`src/verilog/mvuPkg.sv`:
```
// ~~~~~~~~~~~~~~~~~~~~~~~~~~~~~~~~~~~~~~~~~~~~~~~~~~~~~~~~~~
// Sizing constants and packed types of the 8-bit MVU core
// Modules pull these in with a wildcard import in the header
// ~~~~~~~~~~~~~~~~~~~~~~~~~~~~~~~~~~~~~~~~~~~~~~~~~~~~~~~~~~
package mvuPkg;

    localparam int NumPe         = 2;   // Processing elements
    localparam int Simd          = 9;   // Activations per beat
    localparam int ActWidth      = 8;   // Unsigned activation bits
    localparam int WgtWidth      = 8;   // Signed weight bits
    localparam int AccuWidth     = 24;  // Result bits per PE
    localparam int LanesPerSlice = 3;   // Products per chain position

    // Chain positions, rounded up
    localparam int ChainLen      = (Simd + LanesPerSlice - 1) / LanesPerSlice;
    localparam int SegLen        = 2;   // Positions per registered segment
    localparam int PipeStages    = (ChainLen + SegLen - 1) / SegLen;

    localparam int ActLaneWidth  = 9;   // One spare bit keeps the lane positive
    localparam int CascWidth     = 58;  // Cascade and partial sum width

    // Beat operands
    typedef logic [Simd-1:0][ActWidth-1:0]                 actVec_t;
    typedef logic [Simd-1:0][WgtWidth-1:0]                 wgtRow_t;
    typedef wgtRow_t [NumPe-1:0]                           wgtMat_t;

    // Operands of one chain position
    typedef logic [LanesPerSlice-1:0][ActLaneWidth-1:0]    sliceAct_t;
    typedef logic [NumPe-1:0][LanesPerSlice-1:0][WgtWidth-1:0] sliceWgt_t;

    // Chain and output words
    typedef logic [NumPe-1:0][CascWidth-1:0]               cascVec_t;
    typedef logic [NumPe-1:0][AccuWidth-1:0]               resultVec_t;

    // One input beat, 218 bits
    typedef struct packed {
        logic    last;   // Closes the running sum
        logic    zero;   // Beat contributes nothing
        actVec_t act;
        wgtMat_t wgt;
    } mvuBeat_t;

endpackage

```
`src/verilog/mvuCtrl.sv`:
```
// ~~~~~~~~~~~~~~~~~~~~~~~~~~~~~~~~~~~~~~~~~~~~~~~~~~~~~~~~~~
// Strobe delay lines for the MVU chain, one per top level
// ~~~~~~~~~~~~~~~~~~~~~~~~~~~~~~~~~~~~~~~~~~~~~~~~~~~~~~~~~~
`timescale 1ns/1ps

module mvuCtrl import mvuPkg::*; (
    input  logic                  clk,
    input  logic                  rst,
    input  logic                  en_i,       // Pipeline clock enable
    input  logic                  last_i,     // Live last strobe
    input  logic                  zero_i,     // Live zero strobe
    output logic                  vld_o,      // Result valid pulse
    output logic                  restart_o,  // To the last slice
    output logic [PipeStages-2:0] zeroTap_o   // Zero for segment k+1
);

    // Bit k holds last delayed by k+1 enabled cycles
    logic [PipeStages+1:0] lastPipe;
    // Bit k holds zero delayed by k+1 enabled cycles
    logic [PipeStages-2:0] zeroPipe;

    always_ff @(posedge clk) begin
        if (rst) begin
            lastPipe <= '0;
        end else if (en_i) begin
            lastPipe <= {lastPipe[PipeStages:0], last_i};  // Shift in at bit 0
        end
    end

    always_ff @(posedge clk) begin
        if (rst) begin
            zeroPipe <= '0;
        end else if (en_i) begin
            zeroPipe[0] <= zero_i;
            for (int k = 1; k < PipeStages - 1; k++) begin
                zeroPipe[k] <= zeroPipe[k-1];  // Tracks the operand skew
            end
        end
    end

    // Input, product and accumulator registers add 2 beyond the segments
    assign vld_o     = lastPipe[PipeStages+1];

    // One cycle early, the last slice registers it once more
    assign restart_o = lastPipe[PipeStages];

    assign zeroTap_o = zeroPipe;

endmodule

```
`src/verilog/mvuInputSkew.sv`:
```
// ~~~~~~~~~~~~~~~~~~~~~~~~~~~~~~~~~~~~~~~~~~~~~~~~~~~~~~~~~~
// Per chain position operand skew and activation lane padding
// Sits between the beat cut and the matching mvuDotSlice
// ~~~~~~~~~~~~~~~~~~~~~~~~~~~~~~~~~~~~~~~~~~~~~~~~~~~~~~~~~~
`timescale 1ns/1ps

module mvuInputSkew import mvuPkg::*; #(
    parameter int SliceIdx = 0                        // Chain position
) (
    input  logic                                   clk,
    input  logic                                   rst,
    input  logic                                   en_i,
    input  logic [LanesPerSlice-1:0][ActWidth-1:0] act_i,   // Raw activations
    input  sliceWgt_t                              wgt_i,   // Raw weights per PE
    output sliceAct_t                              act_o,   // Zero-extended lanes
    output sliceWgt_t                              wgt_o    // Signed 8-bit lanes
);

    localparam int SegIdx  = SliceIdx / SegLen;
    // The slice itself absorbs one segment delay in its second input stage
    localparam int ExtRegs = (SegIdx > 1) ? SegIdx - 1 : 0;
    localparam int PadBits = ActLaneWidth - ActWidth;

    logic [LanesPerSlice-1:0][ActWidth-1:0] actDly;  // Delayed raw activations
    sliceWgt_t                              wgtDly;  // Delayed raw weights

    if (ExtRegs > 0) begin : gDelay
        logic [LanesPerSlice-1:0][ActWidth-1:0] actPipe [ExtRegs];
        sliceWgt_t                              wgtPipe [ExtRegs];

        always_ff @(posedge clk) begin
            if (rst) begin
                actPipe <= '{default: '0};
                wgtPipe <= '{default: '0};
            end else if (en_i) begin
                actPipe[0] <= act_i;
                wgtPipe[0] <= wgt_i;
                for (int k = 1; k < ExtRegs; k++) begin
                    actPipe[k] <= actPipe[k-1];  // Shift toward the slice
                    wgtPipe[k] <= wgtPipe[k-1];
                end
            end
        end

        assign actDly = actPipe[ExtRegs-1];  // Oldest entry
        assign wgtDly = wgtPipe[ExtRegs-1];
    end else begin : gDirect
        // Early segments feed the slice input registers straight
        assign actDly = act_i;
        assign wgtDly = wgt_i;
    end

    // Activations are unsigned, so the top lane bit is always clear
    always_comb begin
        for (int k = 0; k < LanesPerSlice; k++) begin
            act_o[k] = {{PadBits{1'b0}}, actDly[k]};
        end
    end

    assign wgt_o = wgtDly;  // Sign is taken at the multiplier

endmodule

```
`src/verilog/mvuDotSlice.sv`:
```
// ~~~~~~~~~~~~~~~~~~~~~~~~~~~~~~~~~~~~~~~~~~~~~~~~~~~~~~~~~~
// Behavioral DSP slice, three signed MACs per PE per position
// Chained through casc_i and casc_o; the last one accumulates
// ~~~~~~~~~~~~~~~~~~~~~~~~~~~~~~~~~~~~~~~~~~~~~~~~~~~~~~~~~~
`timescale 1ns/1ps

module mvuDotSlice import mvuPkg::*; #(
    parameter int SliceIdx = 0                 // Chain position
) (
    input  logic      clk,
    input  logic      rst,
    input  logic      en_i,
    input  logic      zero_i,      // Zero flag for this segment
    input  logic      restart_i,   // Used at the last position only
    input  sliceAct_t act_i,
    input  sliceWgt_t wgt_i,
    input  cascVec_t  casc_i,      // From the previous position
    output cascVec_t  casc_o       // To the next position
);

    localparam int SegIdx  = SliceIdx / SegLen;
    localparam int InRegs  = (SegIdx > 0) ? 2 : 1;  // Second stage is the skew
    localparam bit IsFirst = (SliceIdx == 0);
    localparam bit IsLast  = (SliceIdx == ChainLen - 1);
    // Partial sum is registered at segment ends and at the chain end
    localparam bit HasPreg = ((SliceIdx + 1) % SegLen == 0) || IsLast;

    sliceAct_t actReg [InRegs];  // Activation input stages
    sliceWgt_t wgtReg [InRegs];  // Weight input stages
    logic      zeroReg;          // Aligned with the last input stage
    cascVec_t  prodNext;         // Three-lane sum per PE
    cascVec_t  prodReg;          // Product register
    cascVec_t  cascSum;          // Product plus incoming cascade

    always_ff @(posedge clk) begin
        if (rst) begin
            actReg  <= '{default: '0};
            wgtReg  <= '{default: '0};
            zeroReg <= 1'b0;
        end else if (en_i) begin
            actReg[0] <= act_i;
            wgtReg[0] <= wgt_i;
            for (int k = 1; k < InRegs; k++) begin
                actReg[k] <= actReg[k-1];
                wgtReg[k] <= wgtReg[k-1];
            end
            zeroReg <= zero_i;
        end
    end

    // Activation lanes are 9-bit positive, weights 8-bit signed
    always_comb begin : mulAdd
        logic signed [CascWidth-1:0] acc;
        for (int p = 0; p < NumPe; p++) begin
            acc = '0;
            for (int k = 0; k < LanesPerSlice; k++) begin
                acc = acc + $signed(actReg[InRegs-1][k])
                          * $signed(wgtReg[InRegs-1][p][k]);
            end
            prodNext[p] = acc;
        end
    end

    always_ff @(posedge clk) begin
        if (rst) begin
            prodReg <= '0;
        end else if (en_i) begin
            prodReg <= zeroReg ? '0 : prodNext;  // Zero beat drops out here
        end
    end

    always_comb begin
        for (int p = 0; p < NumPe; p++) begin
            if (IsFirst) begin
                cascSum[p] = prodReg[p];  // Chain head, nothing to add
            end else begin
                cascSum[p] = prodReg[p] + casc_i[p];
            end
        end
    end

    if (IsLast) begin : gAccum
        logic     restartReg;  // Sum closed on the previous edge
        cascVec_t accReg;

        always_ff @(posedge clk) begin
            if (rst) begin
                restartReg <= 1'b0;
                accReg     <= '0;
            end else if (en_i) begin
                restartReg <= restart_i;
                for (int p = 0; p < NumPe; p++) begin
                    accReg[p] <= (restartReg ? '0 : accReg[p]) + cascSum[p];
                end
            end
        end

        assign casc_o = accReg;
    end else if (HasPreg) begin : gSegEnd
        cascVec_t psumReg;  // Segment boundary register

        always_ff @(posedge clk) begin
            if (rst) begin
                psumReg <= '0;
            end else if (en_i) begin
                psumReg <= cascSum;
            end
        end

        assign casc_o = psumReg;
    end else begin : gPass
        assign casc_o = cascSum;  // Same-cycle cascade inside a segment
    end

endmodule

```
`src/verilog/mvuTop.sv`:
```
// ~~~~~~~~~~~~~~~~~~~~~~~~~~~~~~~~~~~~~~~~~~~~~~~~~~~~~~~~~~
// MVU core top, one beat in per enabled cycle, vld_o with sums
// ~~~~~~~~~~~~~~~~~~~~~~~~~~~~~~~~~~~~~~~~~~~~~~~~~~~~~~~~~~
`timescale 1ns/1ps

module mvuTop import mvuPkg::*; (
    input  logic       clk,
    input  logic       rst,
    input  logic       en_i,      // Stalls the whole pipeline when low
    input  mvuBeat_t   beat_i,
    output logic       vld_o,     // One-cycle result pulse
    output resultVec_t result_o   // Per-PE run sum
);

    logic                  restart;            // Close the running sum
    logic [PipeStages-2:0] zeroTap;            // Delayed zero per segment
    cascVec_t              chain [ChainLen+1]; // Entry i feeds slice i

    mvuCtrl i_ctrl (
        .clk       (clk),
        .rst       (rst),
        .en_i      (en_i),
        .last_i    (beat_i.last),
        .zero_i    (beat_i.zero),
        .vld_o     (vld_o),
        .restart_o (restart),
        .zeroTap_o (zeroTap)
    );

    for (genvar i = 0; i < ChainLen; i++) begin : gChain
        localparam int SegIdx = i / SegLen;

        sliceWgt_t wgtCut;     // Raw weights of this position
        sliceAct_t actSkew;
        sliceWgt_t wgtSkew;
        logic      sliceZero;

        for (genvar p = 0; p < NumPe; p++) begin : gPeCut
            assign wgtCut[p] = beat_i.wgt[p][LanesPerSlice*i +: LanesPerSlice];
        end

        if (SegIdx == 0) begin : gZeroLive
            assign sliceZero = beat_i.zero;
        end else begin : gZeroTap
            assign sliceZero = zeroTap[SegIdx-1];  // Matches the operand skew
        end

        mvuInputSkew #(.SliceIdx(i)) i_skew (
            .clk   (clk),
            .rst   (rst),
            .en_i  (en_i),
            .act_i (beat_i.act[LanesPerSlice*i +: LanesPerSlice]),
            .wgt_i (wgtCut),
            .act_o (actSkew),
            .wgt_o (wgtSkew)
        );

        mvuDotSlice #(.SliceIdx(i)) i_slice (
            .clk       (clk),
            .rst       (rst),
            .en_i      (en_i),
            .zero_i    (sliceZero),
            .restart_i (restart),
            .act_i     (actSkew),
            .wgt_i     (wgtSkew),
            .casc_i    (chain[i]),
            .casc_o    (chain[i+1])
        );
    end

    for (genvar p = 0; p < NumPe; p++) begin : gResult
        assign result_o[p] = chain[ChainLen][p][AccuWidth-1:0];  // Low bits only
    end

endmodule

```
`config.mk`:
```
export PLATFORM = sky130hd
export DESIGN_NAME = mvuTop
export DESIGN_NICKNAME = d
export VERILOG_FILES = /design/src/verilog/mvuPkg.sv /design/src/verilog/mvuCtrl.sv /design/src/verilog/mvuInputSkew.sv /design/src/verilog/mvuDotSlice.sv /design/src/verilog/mvuTop.sv
export SDC_FILE = /design/constraint.sdc
export NUM_CORES = 2
export LEC_CHECK = 0
export ABC_AREA = 1
export BUFFER_PORTS_ARGS = -buffer_cell sky130_fd_sc_hd__buf_2
export CAP_MARGIN = 40
export CORE_ASPECT_RATIO = 1.2
export CORE_MARGIN = 8
export CORE_UTILIZATION = 60
export DETAILED_ROUTE_END_ITERATION = 8
export GPL_TIMING_DRIVEN = 1
export MAX_ROUTING_LAYER = met4
export PLACE_DENSITY = 0.75
export SYNTH_ARGS = -nofsm -noshare
export SYNTH_HDL_FRONTEND = slang
export SYNTH_SLANG_ARGS = --single-unit
```
`constraint.sdc`:
```
create_clock -name clk -period 6.95 [get_ports clk]
set_clock_uncertainty 0.1 [all_clocks]
set_input_delay 0.695 -clock clk [delete_from_list [all_inputs] [get_ports clk]]
set_output_delay 0.695 -clock clk [all_outputs]
set_load 0.02 [all_outputs]
```
==> out/qor.txt <==
Synth Instances -> 10900
Sw frac -> 48.7%
Drt drc -> 0
Total Power -> 0.0169 W
Pin count of the biggest net entering global routing -> 180
Die height -> 405 um
Final core area utilization -> 64.1%
NetSw -> 0.00824 W
Syn nets -> 12900
Worst setup SP type -> flip-flop
Die width -> 340 um
Xor/xnor share of the synthesized area -> 2.89%
Area growth syn-to-layout -> 5.97%
Number of enable flip-flop cells after synthesis -> 0
Peak supply drop -> 0.289 mV
Layout fillers -> 11600
DRC marker count from the first detailed-route iteration -> 4113
Clock share of power -> 20.1%
Clock latency on the worst-skew pair -> 0.70 ns
Setup Buffers After CTS -> 0
Lkg Pwr -> 49.3 nW
CTS tree -> yes
GRT Overall Usage -> 32.4%
Post-Synth Adder-Cell Area -> 37.8%
CORE AREA -> 125000 um2
Clock Root Buffer -> clkbuf_16
Worst setup EP type -> flip-flop
DR vias -> 66200
Post-DRT Antenna Nets -> 0
Initial antenna violation count -> 5
WL per Instance -> 17.2 um
Sequential Power Share -> 23.5%
Slew margin rel. -> 39.2%
Final Hold Fails -> 0
Post-Syn Area -> 75700 um2
Detailed Route WL -> 217000 um
Largest family of logic cells by synthesized area -> adder cells
Netlist cell types -> 42
Status -> completed
Clk buf depth -> 3
Vias in the first global route -> 67400
Post-synth top area share -> 21.8%
Yosys warns -> 0
Synth cell count leaders -> 2624 x inv_1, 2583 x nand2_1, 992 x nor2_1, 966 x ha_1, 824 x fa_1
Synth top area cells -> fa_1 22%, ha_1 16%, dfxtp_1 14%
Top Ports -> 270
Slew @ Worst Pin -> 0.909 ns
First-pass GRT wire length -> 350000 um
Max-slew violations -> 0
Pwr Density -> 211 nW/um2
Die ar. -> 138000 um2
Ys flop type -> dfxtp_1
FMAX -> 153 MHz
Top-count cell post-synth -> inv_1
Area leader, netlist -> fa_1
Crit Path Class -> reg2reg
Compound-gate portion of the synthesized area -> 8.07%
Dpl cell area -> 78100 um2
Setup violators final -> 0
Post-DP HPWL -> 180000 um
Htree depth -> 2
GPL Wtd Cong -> 1.01
Final Net Count -> 12900
Input/output buffers -> 269
Mux cell area share after synthesis -> 0%
DR pass1 iterations -> 6
Cell row count -> 142
Synth async-reset ratio -> 0%
Clock sinks -> 534
CTS clk-pin slew, worst paths -> 0.08 ns
Post-route cell area -> 80200 um2
Max cap viols -> 0
Share of cells above drive strength 1 -> 5.38%
Sum of negative setup slack -> 0 ns
Crit-path max FO -> 8
CP required -> 7.38 ns
Final Cycle Share -> 94.3%
Cts bufs inserted -> 60
Worst Path Arrival -> 6.99 ns
Initial Util -> 60.5%
HP Class -> in2reg
RSZ-0062 raised after global routing -> no
Post-synthesis register bit count -> 534
Vias/cell -> 5.25
Fin crit period -> 6.56 ns
Simple logic cell fraction of the synthesized area -> 21.3%
Cell internal pwr -> 0.00869 W
GR Overflow Total -> 0
Syn avg cell area -> 6.95 um2
Comb pwr share -> 56.4%
Post-synthesis sequential area ratio -> 14.1%
==> what timing repair did <==
item,in CTS,in global routing
endpoints found under the setup margin,0,28
gates resized for setup,0,20
hold buffers,0,0
==> routing by layer <==
layer  global-route usage, %  up-vias  share of wire, %
li1                        -    32500                 -
met1                    37.4    31200                40
met2                    56.4     1949                49
met3                    3.04      511               5.1
met4                    15.8        0               6.1
met5                       -        -                 0
==> final cells by class <==
| type | instances | area (um2) | share of cell area [%] |
|---|---|---|---|
| multi-input cells | 7261 | 53000 | 66.1 |
| inverters | 2634 | 9910 | 12.4 |
| repair buffers | 399 | 2400 | 2.99 |
| clock inverters | 42 | 469 | 0.585 |
| flip-flops and latches | 534 | 10700 | 13.4 |
| clock buffers | 68 | 1610 | 2.01 |
| well taps | 1656 | 2070 | 2.58 |
| diodes | 4 | 10.0 | 0.0125 |
==> critical path, cell delays in order, from the launching register on <==
cell and delay [ns]:
dfxtp_1 0.41, clkinvlp_4 0.22, nor2_1 0.20, fa_1 0.46
fa_1 0.54, fa_1 0.55, inv_1 0.05, fa_1 0.53
inv_1 0.04, ha_1 0.40, a21oi_1 0.12, o21ai_0 0.38
a21oi_2 0.08, nor2_1 0.12, nor2_1 0.06, xor2_1 0.17
fa_1 0.50, inv_1 0.04, ha_1 0.37, nand2_1 0.15
nor2_1 0.16, inv_1 0.09, nor3_2 0.16, nand2_1 0.13
nand2_1 0.08, nand2_1 0.05, nand2_1 0.15, a21oi_1 0.09
==> final timing paths <==
| check | start | end | slack (ns) | cells past startpoint |
|---|---|---|---|---|
| min | beat_i[212] | gChain[2].i_slice.actReg[49] | 0.12 | 3 |
| max reg2reg | gChain[0].i_slice.wgtReg[31] | gChain[0].i_slice.casc_o[80] | 0.39 | 27 |
| max | gChain[0].i_slice.wgtReg[31] | gChain[0].i_slice.casc_o[80] | 0.39 | 27 |
| min reg2reg | gChain[1].i_slice.prodReg[6] | gChain[1].i_slice.prodReg[6] | 0.37 | 2 |
==> flip-flops by register name (all words and copies together) (netlist names) <==
signal                  flops
gChain.i_slice.casc_o     144
i_ctrl.lastPipe             4
gChain.i_slice.zeroReg      2
gChain.i_slice.prodReg     96
gChain.i_slice.wgtReg     192
gChain.i_slice.actReg      96
==> power by group through the flow <==
stage | registers [W] | logic, W | clock network [W]
2_1_floorplan | 0.00368 | 0.00703 | 0
3_3_place_gp | 0.00403 | 0.00933 | 0
5_1_grt | 0.00401 | 0.0109 | 0.00358
6_report | 0.00397 | 0.00955 | 0.00340
4_1_cts | 0.00397 | 0.00954 | 0.00347
3_5_place_dp | 0.00403 | 0.00946 | 0
==> cell families (layout without fill, tap and decap cells) <==
| group | after synthesis | after routing |
|---|---|---|
| DFF | 534 | 534 |
| adders and majority gates | 1790 | 1790 |
| and+or+nand+nor | 4062 | 4062 |
| other | 0 | 4 |
| xor gates and xnor gates | 250 | 250 |
| buffers and inverters | 3105 | 3143 |
| AOI/OAI and AO/OA | 1159 | 1159 |
==> metrics by stage <==
stage,worst slack [ns],hold slack (ns),cells
after floorplan,0.988,0.348,10900
after global placement,0.241,0.357,12500
after detailed placement,0.216,0.361,12500
after CTS,0.203,0.0844,12600
after global routing,0.00150,0.115,12600
final,0.394,0.118,12600
==> placed cells by master, fill, tap and decap left out, drive strengths merged, types with 35 or more instances in the layout <==
cell type	n
nor3	51
nand3b	60
ha	966
fa	824
xnor2	93
a21o	35
xor2	157
nand2	2594
nor2	1006
inv	2637
dfxtp	534
nand4	37
o21ai	463
a21oi	605
clkbuf	68
nand3	286
buf	399
(Power assumes the default switching activity.)
